--- config.mk ---
export PLATFORM = sky130hd
export DESIGN_NAME = video_sync_top
export DESIGN_NICKNAME = d
export VERILOG_FILES = /design/src/rtl/video_sync_pkg.sv /design/src/rtl/video_sync_top.sv /design/src/rtl/stream_monitor.sv /design/src/rtl/blanking_checker.sv /design/src/rtl/pulse_width_checker.sv /design/src/rtl/frame_sync_buffer.sv
export SDC_FILE = /design/constraint.sdc
export NUM_CORES = 1
export LEC_CHECK = 0
export ABC_AREA = 0
export BUFFER_PORTS_ARGS = -buffer_cell sky130_fd_sc_hd__clkbuf_2
export CAP_MARGIN = 15
export CORE_MARGIN = 2
export CORE_UTILIZATION = 24
export DETAILED_ROUTE_END_ITERATION = 16
export PLACE_DENSITY = 0.41
export SLEW_MARGIN = 20
export SYNTH_ARGS = -nofsm -noshare
export SYNTH_HDL_FRONTEND = slang
export SYNTH_SLANG_ARGS = --single-unit
--- constraint.sdc ---
create_clock -name clk_in -period 1.95 [get_ports clk_in]
set_input_delay 0.39 -clock clk_in [delete_from_list [all_inputs] [get_ports clk_in]]
set_output_delay 0.39 -clock clk_in [all_outputs]
set_load 0.005 [all_outputs]
--- src/rtl/video_sync_pkg.sv ---
`default_nettype none

package video_sync_pkg;

	// --------------------
	// pixel geometry
	// --------------------

	// bits per pixel channel
	localparam int DATA_WIDTH  = 10;
	// channels packed in one pixel word
	localparam int CHANNEL_NUM = 2;

	// packed pixel word, channel 0 in the low bits
	typedef logic [DATA_WIDTH*CHANNEL_NUM-1:0] pix_bus_t;

	// --------------------
	// pulse measurement
	// --------------------

	// pulse length counter width
	localparam int COUNT_WIDTH = 16;

	// pulse length and minimum width value
	typedef logic [COUNT_WIDTH-1:0] pulse_cnt_t;

	// gate of the frame sync buffer
	typedef enum logic [1:0] {
		gate_closed     = 2'd0,
		// enabled mid-frame, wait for the next frame start
		gate_wait_blank = 2'd1,
		gate_open       = 2'd2
	} gate_state_t;

endpackage

`default_nettype wire
--- src/rtl/video_sync_top.sv ---
`timescale 1ns/10ps
`default_nettype none

module video_sync_top #(
	parameter video_sync_pkg::pulse_cnt_t MIN_FVAL_HIGH = 16'd20,
	parameter video_sync_pkg::pulse_cnt_t MIN_FVAL_LOW  = 16'd20
) (
	input  wire                           clk_in,
	input  wire                           i_arst_n,
	input  wire                           i_enable,
	input  wire                           i_fval,
	input  wire                           i_lval,
	input  wire video_sync_pkg::pix_bus_t i_pix_data,
	output logic                          o_fval,
	output logic                          o_lval,
	output video_sync_pkg::pix_bus_t      o_pix_data,
	output logic                          o_fval_high_err,
	output logic                          o_fval_low_err,
	output logic                          o_blank_err
);
	import video_sync_pkg::*;

	// gated stream, 2 cycles behind the input
	logic     stream_fval;
	logic     stream_lval;
	pix_bus_t stream_pix;

	// --------------------
	// whole frame gate
	// --------------------
	frame_sync_buffer u_buffer (
		.clk_in     (clk_in),
		.i_arst_n   (i_arst_n),
		.i_enable   (i_enable),
		.i_fval     (i_fval),
		.i_lval     (i_lval),
		.i_pix_data (i_pix_data),
		.o_fval     (stream_fval),
		.o_lval     (stream_lval),
		.o_pix_data (stream_pix)
	);

	assign o_fval     = stream_fval;
	assign o_lval     = stream_lval;
	assign o_pix_data = stream_pix;

	// --------------------
	// monitor on the output
	// --------------------
	stream_monitor #(
		.MIN_FVAL_HIGH (MIN_FVAL_HIGH),
		.MIN_FVAL_LOW  (MIN_FVAL_LOW)
	) u_monitor (
		.clk_in          (clk_in),
		.i_arst_n        (i_arst_n),
		.i_fval          (stream_fval),
		.i_lval          (stream_lval),
		.i_pix_data      (stream_pix),
		.o_fval_high_err (o_fval_high_err),
		.o_fval_low_err  (o_fval_low_err),
		.o_blank_err     (o_blank_err)
	);

endmodule

`default_nettype wire

--- src/rtl/stream_monitor.sv ---
`timescale 1ns/10ps
`default_nettype none

module stream_monitor #(
	parameter video_sync_pkg::pulse_cnt_t MIN_FVAL_HIGH = 16'd20,
	parameter video_sync_pkg::pulse_cnt_t MIN_FVAL_LOW  = 16'd20
) (
	input  wire                           clk_in,
	input  wire                           i_arst_n,
	input  wire                           i_fval,
	input  wire                           i_lval,
	input  wire video_sync_pkg::pix_bus_t i_pix_data,
	output logic                          o_fval_high_err,
	output logic                          o_fval_low_err,
	output logic                          o_blank_err
);

	// --------------------
	// frame valid widths
	// --------------------

	// active frame too short
	pulse_width_checker #(
		.PULSE_POL (1'b1),
		.MIN_WIDTH (MIN_FVAL_HIGH)
	) u_fval_high_chk (
		.clk_in   (clk_in),
		.i_arst_n (i_arst_n),
		.i_din    (i_fval),
		.o_error  (o_fval_high_err)
	);

	// vertical blanking too short
	pulse_width_checker #(
		.PULSE_POL (1'b0),
		.MIN_WIDTH (MIN_FVAL_LOW)
	) u_fval_low_chk (
		.clk_in   (clk_in),
		.i_arst_n (i_arst_n),
		.i_din    (i_fval),
		.o_error  (o_fval_low_err)
	);

	// --------------------
	// blanking data
	// --------------------
	blanking_checker u_blank_chk (
		.clk_in     (clk_in),
		.i_arst_n   (i_arst_n),
		.i_lval     (i_lval),
		.i_pix_data (i_pix_data),
		.o_error    (o_blank_err)
	);

endmodule

`default_nettype wire

--- src/rtl/blanking_checker.sv ---
`timescale 1ns/10ps
`default_nettype none

module blanking_checker (
	input  wire                           clk_in,
	input  wire                           i_arst_n,
	input  wire                           i_lval,
	input  wire video_sync_pkg::pix_bus_t i_pix_data,
	output logic                          o_error
);

	// any pixel bit set on this sample
	logic data_nonzero;
	// data seen outside a line
	logic blank_hit;

	// --------------------
	// detect
	// --------------------

	// reduction over both channels
	assign data_nonzero = |i_pix_data;

	// lval low covers both horizontal and vertical blanking,
	// so fval is not needed here
	assign blank_hit = !i_lval && data_nonzero;

	// --------------------
	// sticky flag
	// --------------------
	always_ff @(posedge clk_in or negedge i_arst_n) begin
		if (!i_arst_n) begin
			o_error <= 1'b0;
		end else if (blank_hit) begin
			// held until the next reset
			o_error <= 1'b1;
		end
	end

endmodule

`default_nettype wire

--- src/rtl/pulse_width_checker.sv ---
`timescale 1ns/10ps
`default_nettype none

module pulse_width_checker #(
	// 1 checks high pulses, 0 checks low pulses
	parameter bit                         PULSE_POL = 1'b1,
	parameter video_sync_pkg::pulse_cnt_t MIN_WIDTH = 16'd20
) (
	input  wire  clk_in,
	input  wire  i_arst_n,
	input  wire  i_din,
	output logic o_error
);
	import video_sync_pkg::*;

	// level of the previous sample
	logic       din_q;
	logic       in_pulse;
	logic       pulse_start;
	logic       pulse_end;
	// a start edge was seen since reset
	logic       seen_edge;
	// cycles spent in the watched level so far
	pulse_cnt_t pulse_cnt;

	// --------------------
	// edge detect
	// --------------------
	assign in_pulse    = (i_din == PULSE_POL);
	assign pulse_start = in_pulse && (din_q != PULSE_POL);
	assign pulse_end   = !in_pulse && (din_q == PULSE_POL);

	// --------------------
	// length counter
	// --------------------
	always_ff @(posedge clk_in or negedge i_arst_n) begin
		if (!i_arst_n) begin
			din_q     <= 1'b0;
			seen_edge <= 1'b0;
			pulse_cnt <= '0;
		end else begin
			din_q <= i_din;
			if (pulse_start) begin
				seen_edge <= 1'b1;
				pulse_cnt <= pulse_cnt_t'(1);
			end else if (in_pulse) begin
				// saturate on very long pulses
				if (pulse_cnt != '1) begin
					pulse_cnt <= pulse_cnt + pulse_cnt_t'(1);
				end
			end else begin
				pulse_cnt <= '0;
			end
		end
	end

	// sticky flag, pulse already running at reset is not judged
	always_ff @(posedge clk_in or negedge i_arst_n) begin
		if (!i_arst_n) begin
			o_error <= 1'b0;
		end else if (pulse_end && seen_edge && (pulse_cnt < MIN_WIDTH)) begin
			o_error <= 1'b1;
		end
	end

endmodule

`default_nettype wire

--- src/rtl/frame_sync_buffer.sv ---
`timescale 1ns/10ps
`default_nettype none

module frame_sync_buffer (
	input  wire                           clk_in,
	input  wire                           i_arst_n,
	input  wire                           i_enable,
	input  wire                           i_fval,
	input  wire                           i_lval,
	input  wire video_sync_pkg::pix_bus_t i_pix_data,
	output logic                          o_fval,
	output logic                          o_lval,
	output video_sync_pkg::pix_bus_t      o_pix_data
);
	import video_sync_pkg::*;

	// stage 1 of the stream, enable delayed to match
	logic        fval_d1;
	logic        lval_d1;
	logic        enable_d1;
	pix_bus_t    pix_d1;
	// ungated copy of the previous stage 1 fval
	logic        fval_d2;
	logic        fval_rise;
	// current sample goes through the gate
	logic        pass;
	gate_state_t gate_state;
	gate_state_t gate_next;

	// --------------------
	// stage 1 registers
	// --------------------
	always_ff @(posedge clk_in or negedge i_arst_n) begin
		if (!i_arst_n) begin
			fval_d1   <= 1'b0;
			lval_d1   <= 1'b0;
			enable_d1 <= 1'b0;
			fval_d2   <= 1'b0;
		end else begin
			fval_d1   <= i_fval;
			lval_d1   <= i_lval;
			enable_d1 <= i_enable;
			fval_d2   <= fval_d1;
		end
	end

	// pixel payload
	always_ff @(posedge clk_in) begin
		pix_d1 <= i_pix_data;
	end

	// frame start on the delayed stream
	assign fval_rise = fval_d1 & ~fval_d2;

	// --------------------
	// gate fsm
	// --------------------
	always_comb begin
		gate_next = gate_state;
		case (gate_state)
			gate_closed: begin
				// open only on a frame start, else wait out the running frame
				if (enable_d1 && fval_rise) begin
					gate_next = gate_open;
				end else if (enable_d1 && fval_d1) begin
					gate_next = gate_wait_blank;
				end
			end
			gate_wait_blank: begin
				if (!enable_d1) begin
					gate_next = gate_closed;
				end else if (fval_rise) begin
					gate_next = gate_open;
				end
			end
			gate_open: begin
				// close only once the frame is over
				if (!enable_d1 && !fval_d1) begin
					gate_next = gate_closed;
				end
			end
			default: gate_next = gate_closed;
		endcase
	end

	assign pass = (gate_next == gate_open);

	// --------------------
	// stage 2, gated output
	// --------------------
	always_ff @(posedge clk_in or negedge i_arst_n) begin
		if (!i_arst_n) begin
			gate_state <= gate_closed;
			o_fval     <= 1'b0;
			o_lval     <= 1'b0;
			o_pix_data <= '0;
		end else begin
			gate_state <= gate_next;
			o_fval     <= pass & fval_d1;
			o_lval     <= pass & lval_d1;
			o_pix_data <= pass ? pix_d1 : '0;
		end
	end

endmodule

`default_nettype wire

==> results <==
- The run finished with clean final reports.
- The repair_antennas step left the layout with diodes totalling 0.
- The number of enable flip-flop cells after synthesis is 0.
- Detailed routing placed a total of about 380 µm of wire on met3.
- The smallest setup slack after layout is between 150 and 200 ps.
- In this run the core area contains 43 standard-cell rows.
- The global placement routability congestion is 0.7886.
- The H-tree was split into 3 levels.
- The initial antenna violation count came to 0.
- The detailed-route wire length is roughly 7400 µm.
- The clock reaches the later pin of the worst-skew pair after 330 ps.
- The aggregate global routing overflow is 0.
- Relative to the synthesized area, the layout overhead comes to 24.81%.
- From bottom edge to top edge, the die measures 124.1 µm.
- Of all cell types, the one taking the most synthesized area is dfrtp_1.
- The tool flagged a number of max-cap violations equal to 0.
- In this run the register-to-register setup slack is between 150 and 200 ps.
- The share of final-layout standard cells stronger than drive strength 1 is roughly a quarter.
- The category of the critical setup timing path is flop to flop.
- Of the synthesized area, sequential elements account for 59.31%.
- The first global-routing pass estimated 12530 µm of wire.
- For the worst flop-to-flop path, the logic depth is 6.
- Pin placement for this block handled 50 I/O pins.
- Setup repair after global routing left no endpoint under its margin.
- Yosys attributes the largest share of cell area to dfrtp_1, dfxtp_1, and2_1.
- For this run, the total global-route usage over all layers was measured as 10.73%.
- The path type of the worst min-delay path is primary input to async pin.
- The per-cell via count in the routed design is 4.541.
- The DRC violation total after the first TritonRoute iteration is 94.
- For this block, wires on met1 add up to between 3000 and 4000 µm.
- The TritonCTS clock tree is done.
- The post-synthesis cell area is roughly 3500 µm².
- Among all cell types in the netlist, the one instantiated most often is dfrtp_1.
- Of the available clock period, the critical path in the final layout requires 89.86%.
- The area of the die is 15390 µm².
- The fmax is 0.5707 GHz.
- The post-placement worst setup slack is 140.8 ps.
- The startpoint identified for the worst register-to-register timing path is u_monitor.u_fval_low_chk.pulse_cnt[0].
- Among all flip-flop cells after synthesis, the most frequent one is dfrtp_1.
- In this run the worst path has a maximum fanout of 5.
- The routed wire length per instance is approximately 14 µm.
- The clock passes through at most 2 buffers.
- Counting every sink on the clock net gives 86.
- The analysis attributes to cell leakage a power of 1.924 nW.
- The floorplan step defined a core boundary enclosing ~14000 µm².
- The pin count of the biggest net entering global routing is 67.
- The max-slew violation total from the final report came to 0.
- The final net count is around 390.
- The relative max-transition margin is a little under two thirds.
- Setup violations remaining at the end of the flow were counted as 0.
- For this run, the number of Yosys warnings is 0.
- IR analysis of the VDD net gives a maximum drop of 0.0005301 V.
- The number of failing hold endpoints at the final stage is 0.
- The routed length on met2 is roughly 3200 µm.
- The kind of end point of the critical path is a flop.
- The worst endpoint required time is 2160 ps.
- The mean instance size in the synthesized netlist is 11.81 µm².
- The topmost layer with routed signal wires is met4.
- The power density normalized to cell area is 986.8 nW/µm².
- The number of register bits inferred by synthesis is 86.
- Measured along the x axis, the die boundary spans between 100 and 150 µm.
- The fraction of synthesis flops using an asynchronous set or reset pin is 76.74%.
- The post-synthesis net count is 320.
- At the pin with the least slew margin, the transition time is 546.4 ps.
- The shortest period the worst path allows is 1752 ps.
- STA classifies the critical path startpoint as a flop.
- The number of routed nets with antenna violations is 0.
- The clock edge transition at the registers on the reported setup and hold paths is 60 ps.
- In the final timing run, aggregate negative setup slack is 0 ps.
- The end of the worst register-to-register path is u_monitor.u_fval_low_chk.pulse_cnt[2].
- The top cell type by area accounts for 47.74% of the synthesized area.
- After clock tree synthesis, the setup repair step added 0 buffers.
- The hold-fix buffer count after cts is 0.
- CTS placed an instance of clkbuf_16 at the clock tree root.
- The number of standard cells after synthesis is around 300.
- The initial utilization of the core area, before any placement, comes to between 20% and 30%.
- Data arrives at the worst endpoint at 1960 ps.
- For this run, design rule violations remaining after detail routing come to 0.
- During placement, the flow inserted port buffers numbering 49.
- The count of cells resized by post-cts repair is 0.
- For this run, the detailed router's first-pass iteration total came to 4.
- The number of library cell types mapped by synthesis is 51.
- Sorting the synthesized cells by how often they occur yields dfrtp_1, and2_1, dfxtp_1.
- The total clock buffers created by CTS is 9.
- The power consumption is approximately 4.3 mW.
- The via count of the routed design is 2466.
- Between clock sinks in the finished design, the worst skew comes to 5.313 ps.
- Detailed placement finished with a half-perimeter wire length of 5206 µm.
- The via count of the first global-routing pass is 2347.
## worst max-delay path, cell delays in order, from the launching register on
cell	delay, ps
dfrtp_1	420
ha_1	240
nand3_1	190
nor4_4	70
buf_4	170
and4_1	180
or3_1	360
## where the power goes
part / internal [mW] / leakage [nW] / switching, mW / total [mW]
clock network: 1.12 / 0.146 / 0.683 / 1.81
logic: 0.216 / 0.744 / 0.236 / 0.452
registers: 1.91 / 1.03 / 0.0921 / 2.00
## routing by layer
metal / global-route usage, % / up-vias
li1: - / 1230
met1: 15.40 / 1164
met2: 14.89 / 63
met3: 2.976 / 9
met4: 4.846 / 0
met5: 0 / -
## cell families (layout without fill, tap and decap cells)
logic type | count (synthesis) | count (layout) | share of synthesized area (%)
xor+xnor | 3 | 3 | 0.7596
flops | 86 | 86 | 59.31
simple gates | 137 | 137 | 25.97
buf+inv | 10 | 80 | 1.338
compound gates | 50 | 50 | 10.45
fa+ha+maj | 2 | 2 | 0.7232
mux | 5 | 5 | 1.447
## layout make-up
cell class | instances | area, µm²
multi-input cells | 197 | 1361
well taps | 180 | 225.2
fillers | 1454 | 9671
clock buffers | 11 | 232.7
flip-flops and latches | 86 | 2052
clock inverters | 5 | 83.83
repair buffers | 62 | 355.3
inverters | 2 | 7.507
## how the worst max path moves through the flow
stage / startpoint / to / slack (ps) / cells after the start
final: u_monitor.u_fval_low_chk.pulse_cnt[0] / u_monitor.u_fval_low_chk.pulse_cnt[2] / 200 / 6
after detailed placement: u_monitor.u_fval_low_chk.pulse_cnt[0] / u_monitor.u_fval_low_chk.pulse_cnt[9] / 140 / 6
after CTS: u_monitor.u_fval_low_chk.pulse_cnt[0] / u_monitor.u_fval_low_chk.pulse_cnt[0] / 130 / 5
after floorplan: u_monitor.u_fval_low_chk.pulse_cnt[7] / u_monitor.u_fval_low_chk.pulse_cnt[0] / 430 / 5
after global routing: u_monitor.u_fval_low_chk.pulse_cnt[0] / u_monitor.u_fval_low_chk.pulse_cnt[0] / 50 / 6
after global placement: u_monitor.u_fval_low_chk.pulse_cnt[0] / u_monitor.u_fval_low_chk.pulse_cnt[0] / 200 / 5
## layout by cell type, fill, tap and decap left out, types with 3 or more instances in the layout
| cell type | instances |
|---|---|
| nand2_1 | 16 |
| nor3_1 | 7 |
| o41ai_1 | 4 |
| and3_1 | 6 |
| or2_2 | 3 |
| mux2i_1 | 5 |
| a21oi_1 | 10 |
| clkbuf_2 | 48 |
| nand2b_1 | 6 |
| o21ai_0 | 11 |
| nand3_1 | 14 |
| clkbuf_16 | 9 |
| and2_1 | 24 |
| buf_4 | 12 |
| nand4_1 | 4 |
| or4_1 | 5 |
| or3_1 | 7 |
| nor2_1 | 11 |
| xor2_1 | 3 |
| dfxtp_1 | 20 |
| a31oi_1 | 6 |
| dfrtp_1 | 66 |
| nor4_1 | 8 |
| and4_1 | 3 |
| nor3b_1 | 6 |
| nor4b_1 | 4 |
| nor4_4 | 3 |
## per-stage QoR
stage / utilization (%) / cells / hold slack, ps / instance area (µm²)
3_3_place_gp: 28.50 / 525 / 416.3 / 3986
5_1_grt: 30.87 / 543 / 91.33 / 4318
2_1_floorplan: - / 293 / 94.41 / 3460
3_5_place_dp: 28.50 / 525 / 417.8 / 3986
4_1_cts: 30.76 / 541 / 82.54 / 4303
6_report: 30.87 / 543 / 53.88 / 4318
## sequential cells by signal (all words and copies together) (netlist names), 2 cells and up
name,cells
u_buffer.gate_state,2
u_buffer.o_pix_data,20
u_buffer.pix_d1,20
u_monitor.u_fval_high_chk.pulse_cnt,16
u_monitor.u_fval_low_chk.pulse_cnt,16
No activity file was read; power rests on OpenSTA's default activity.
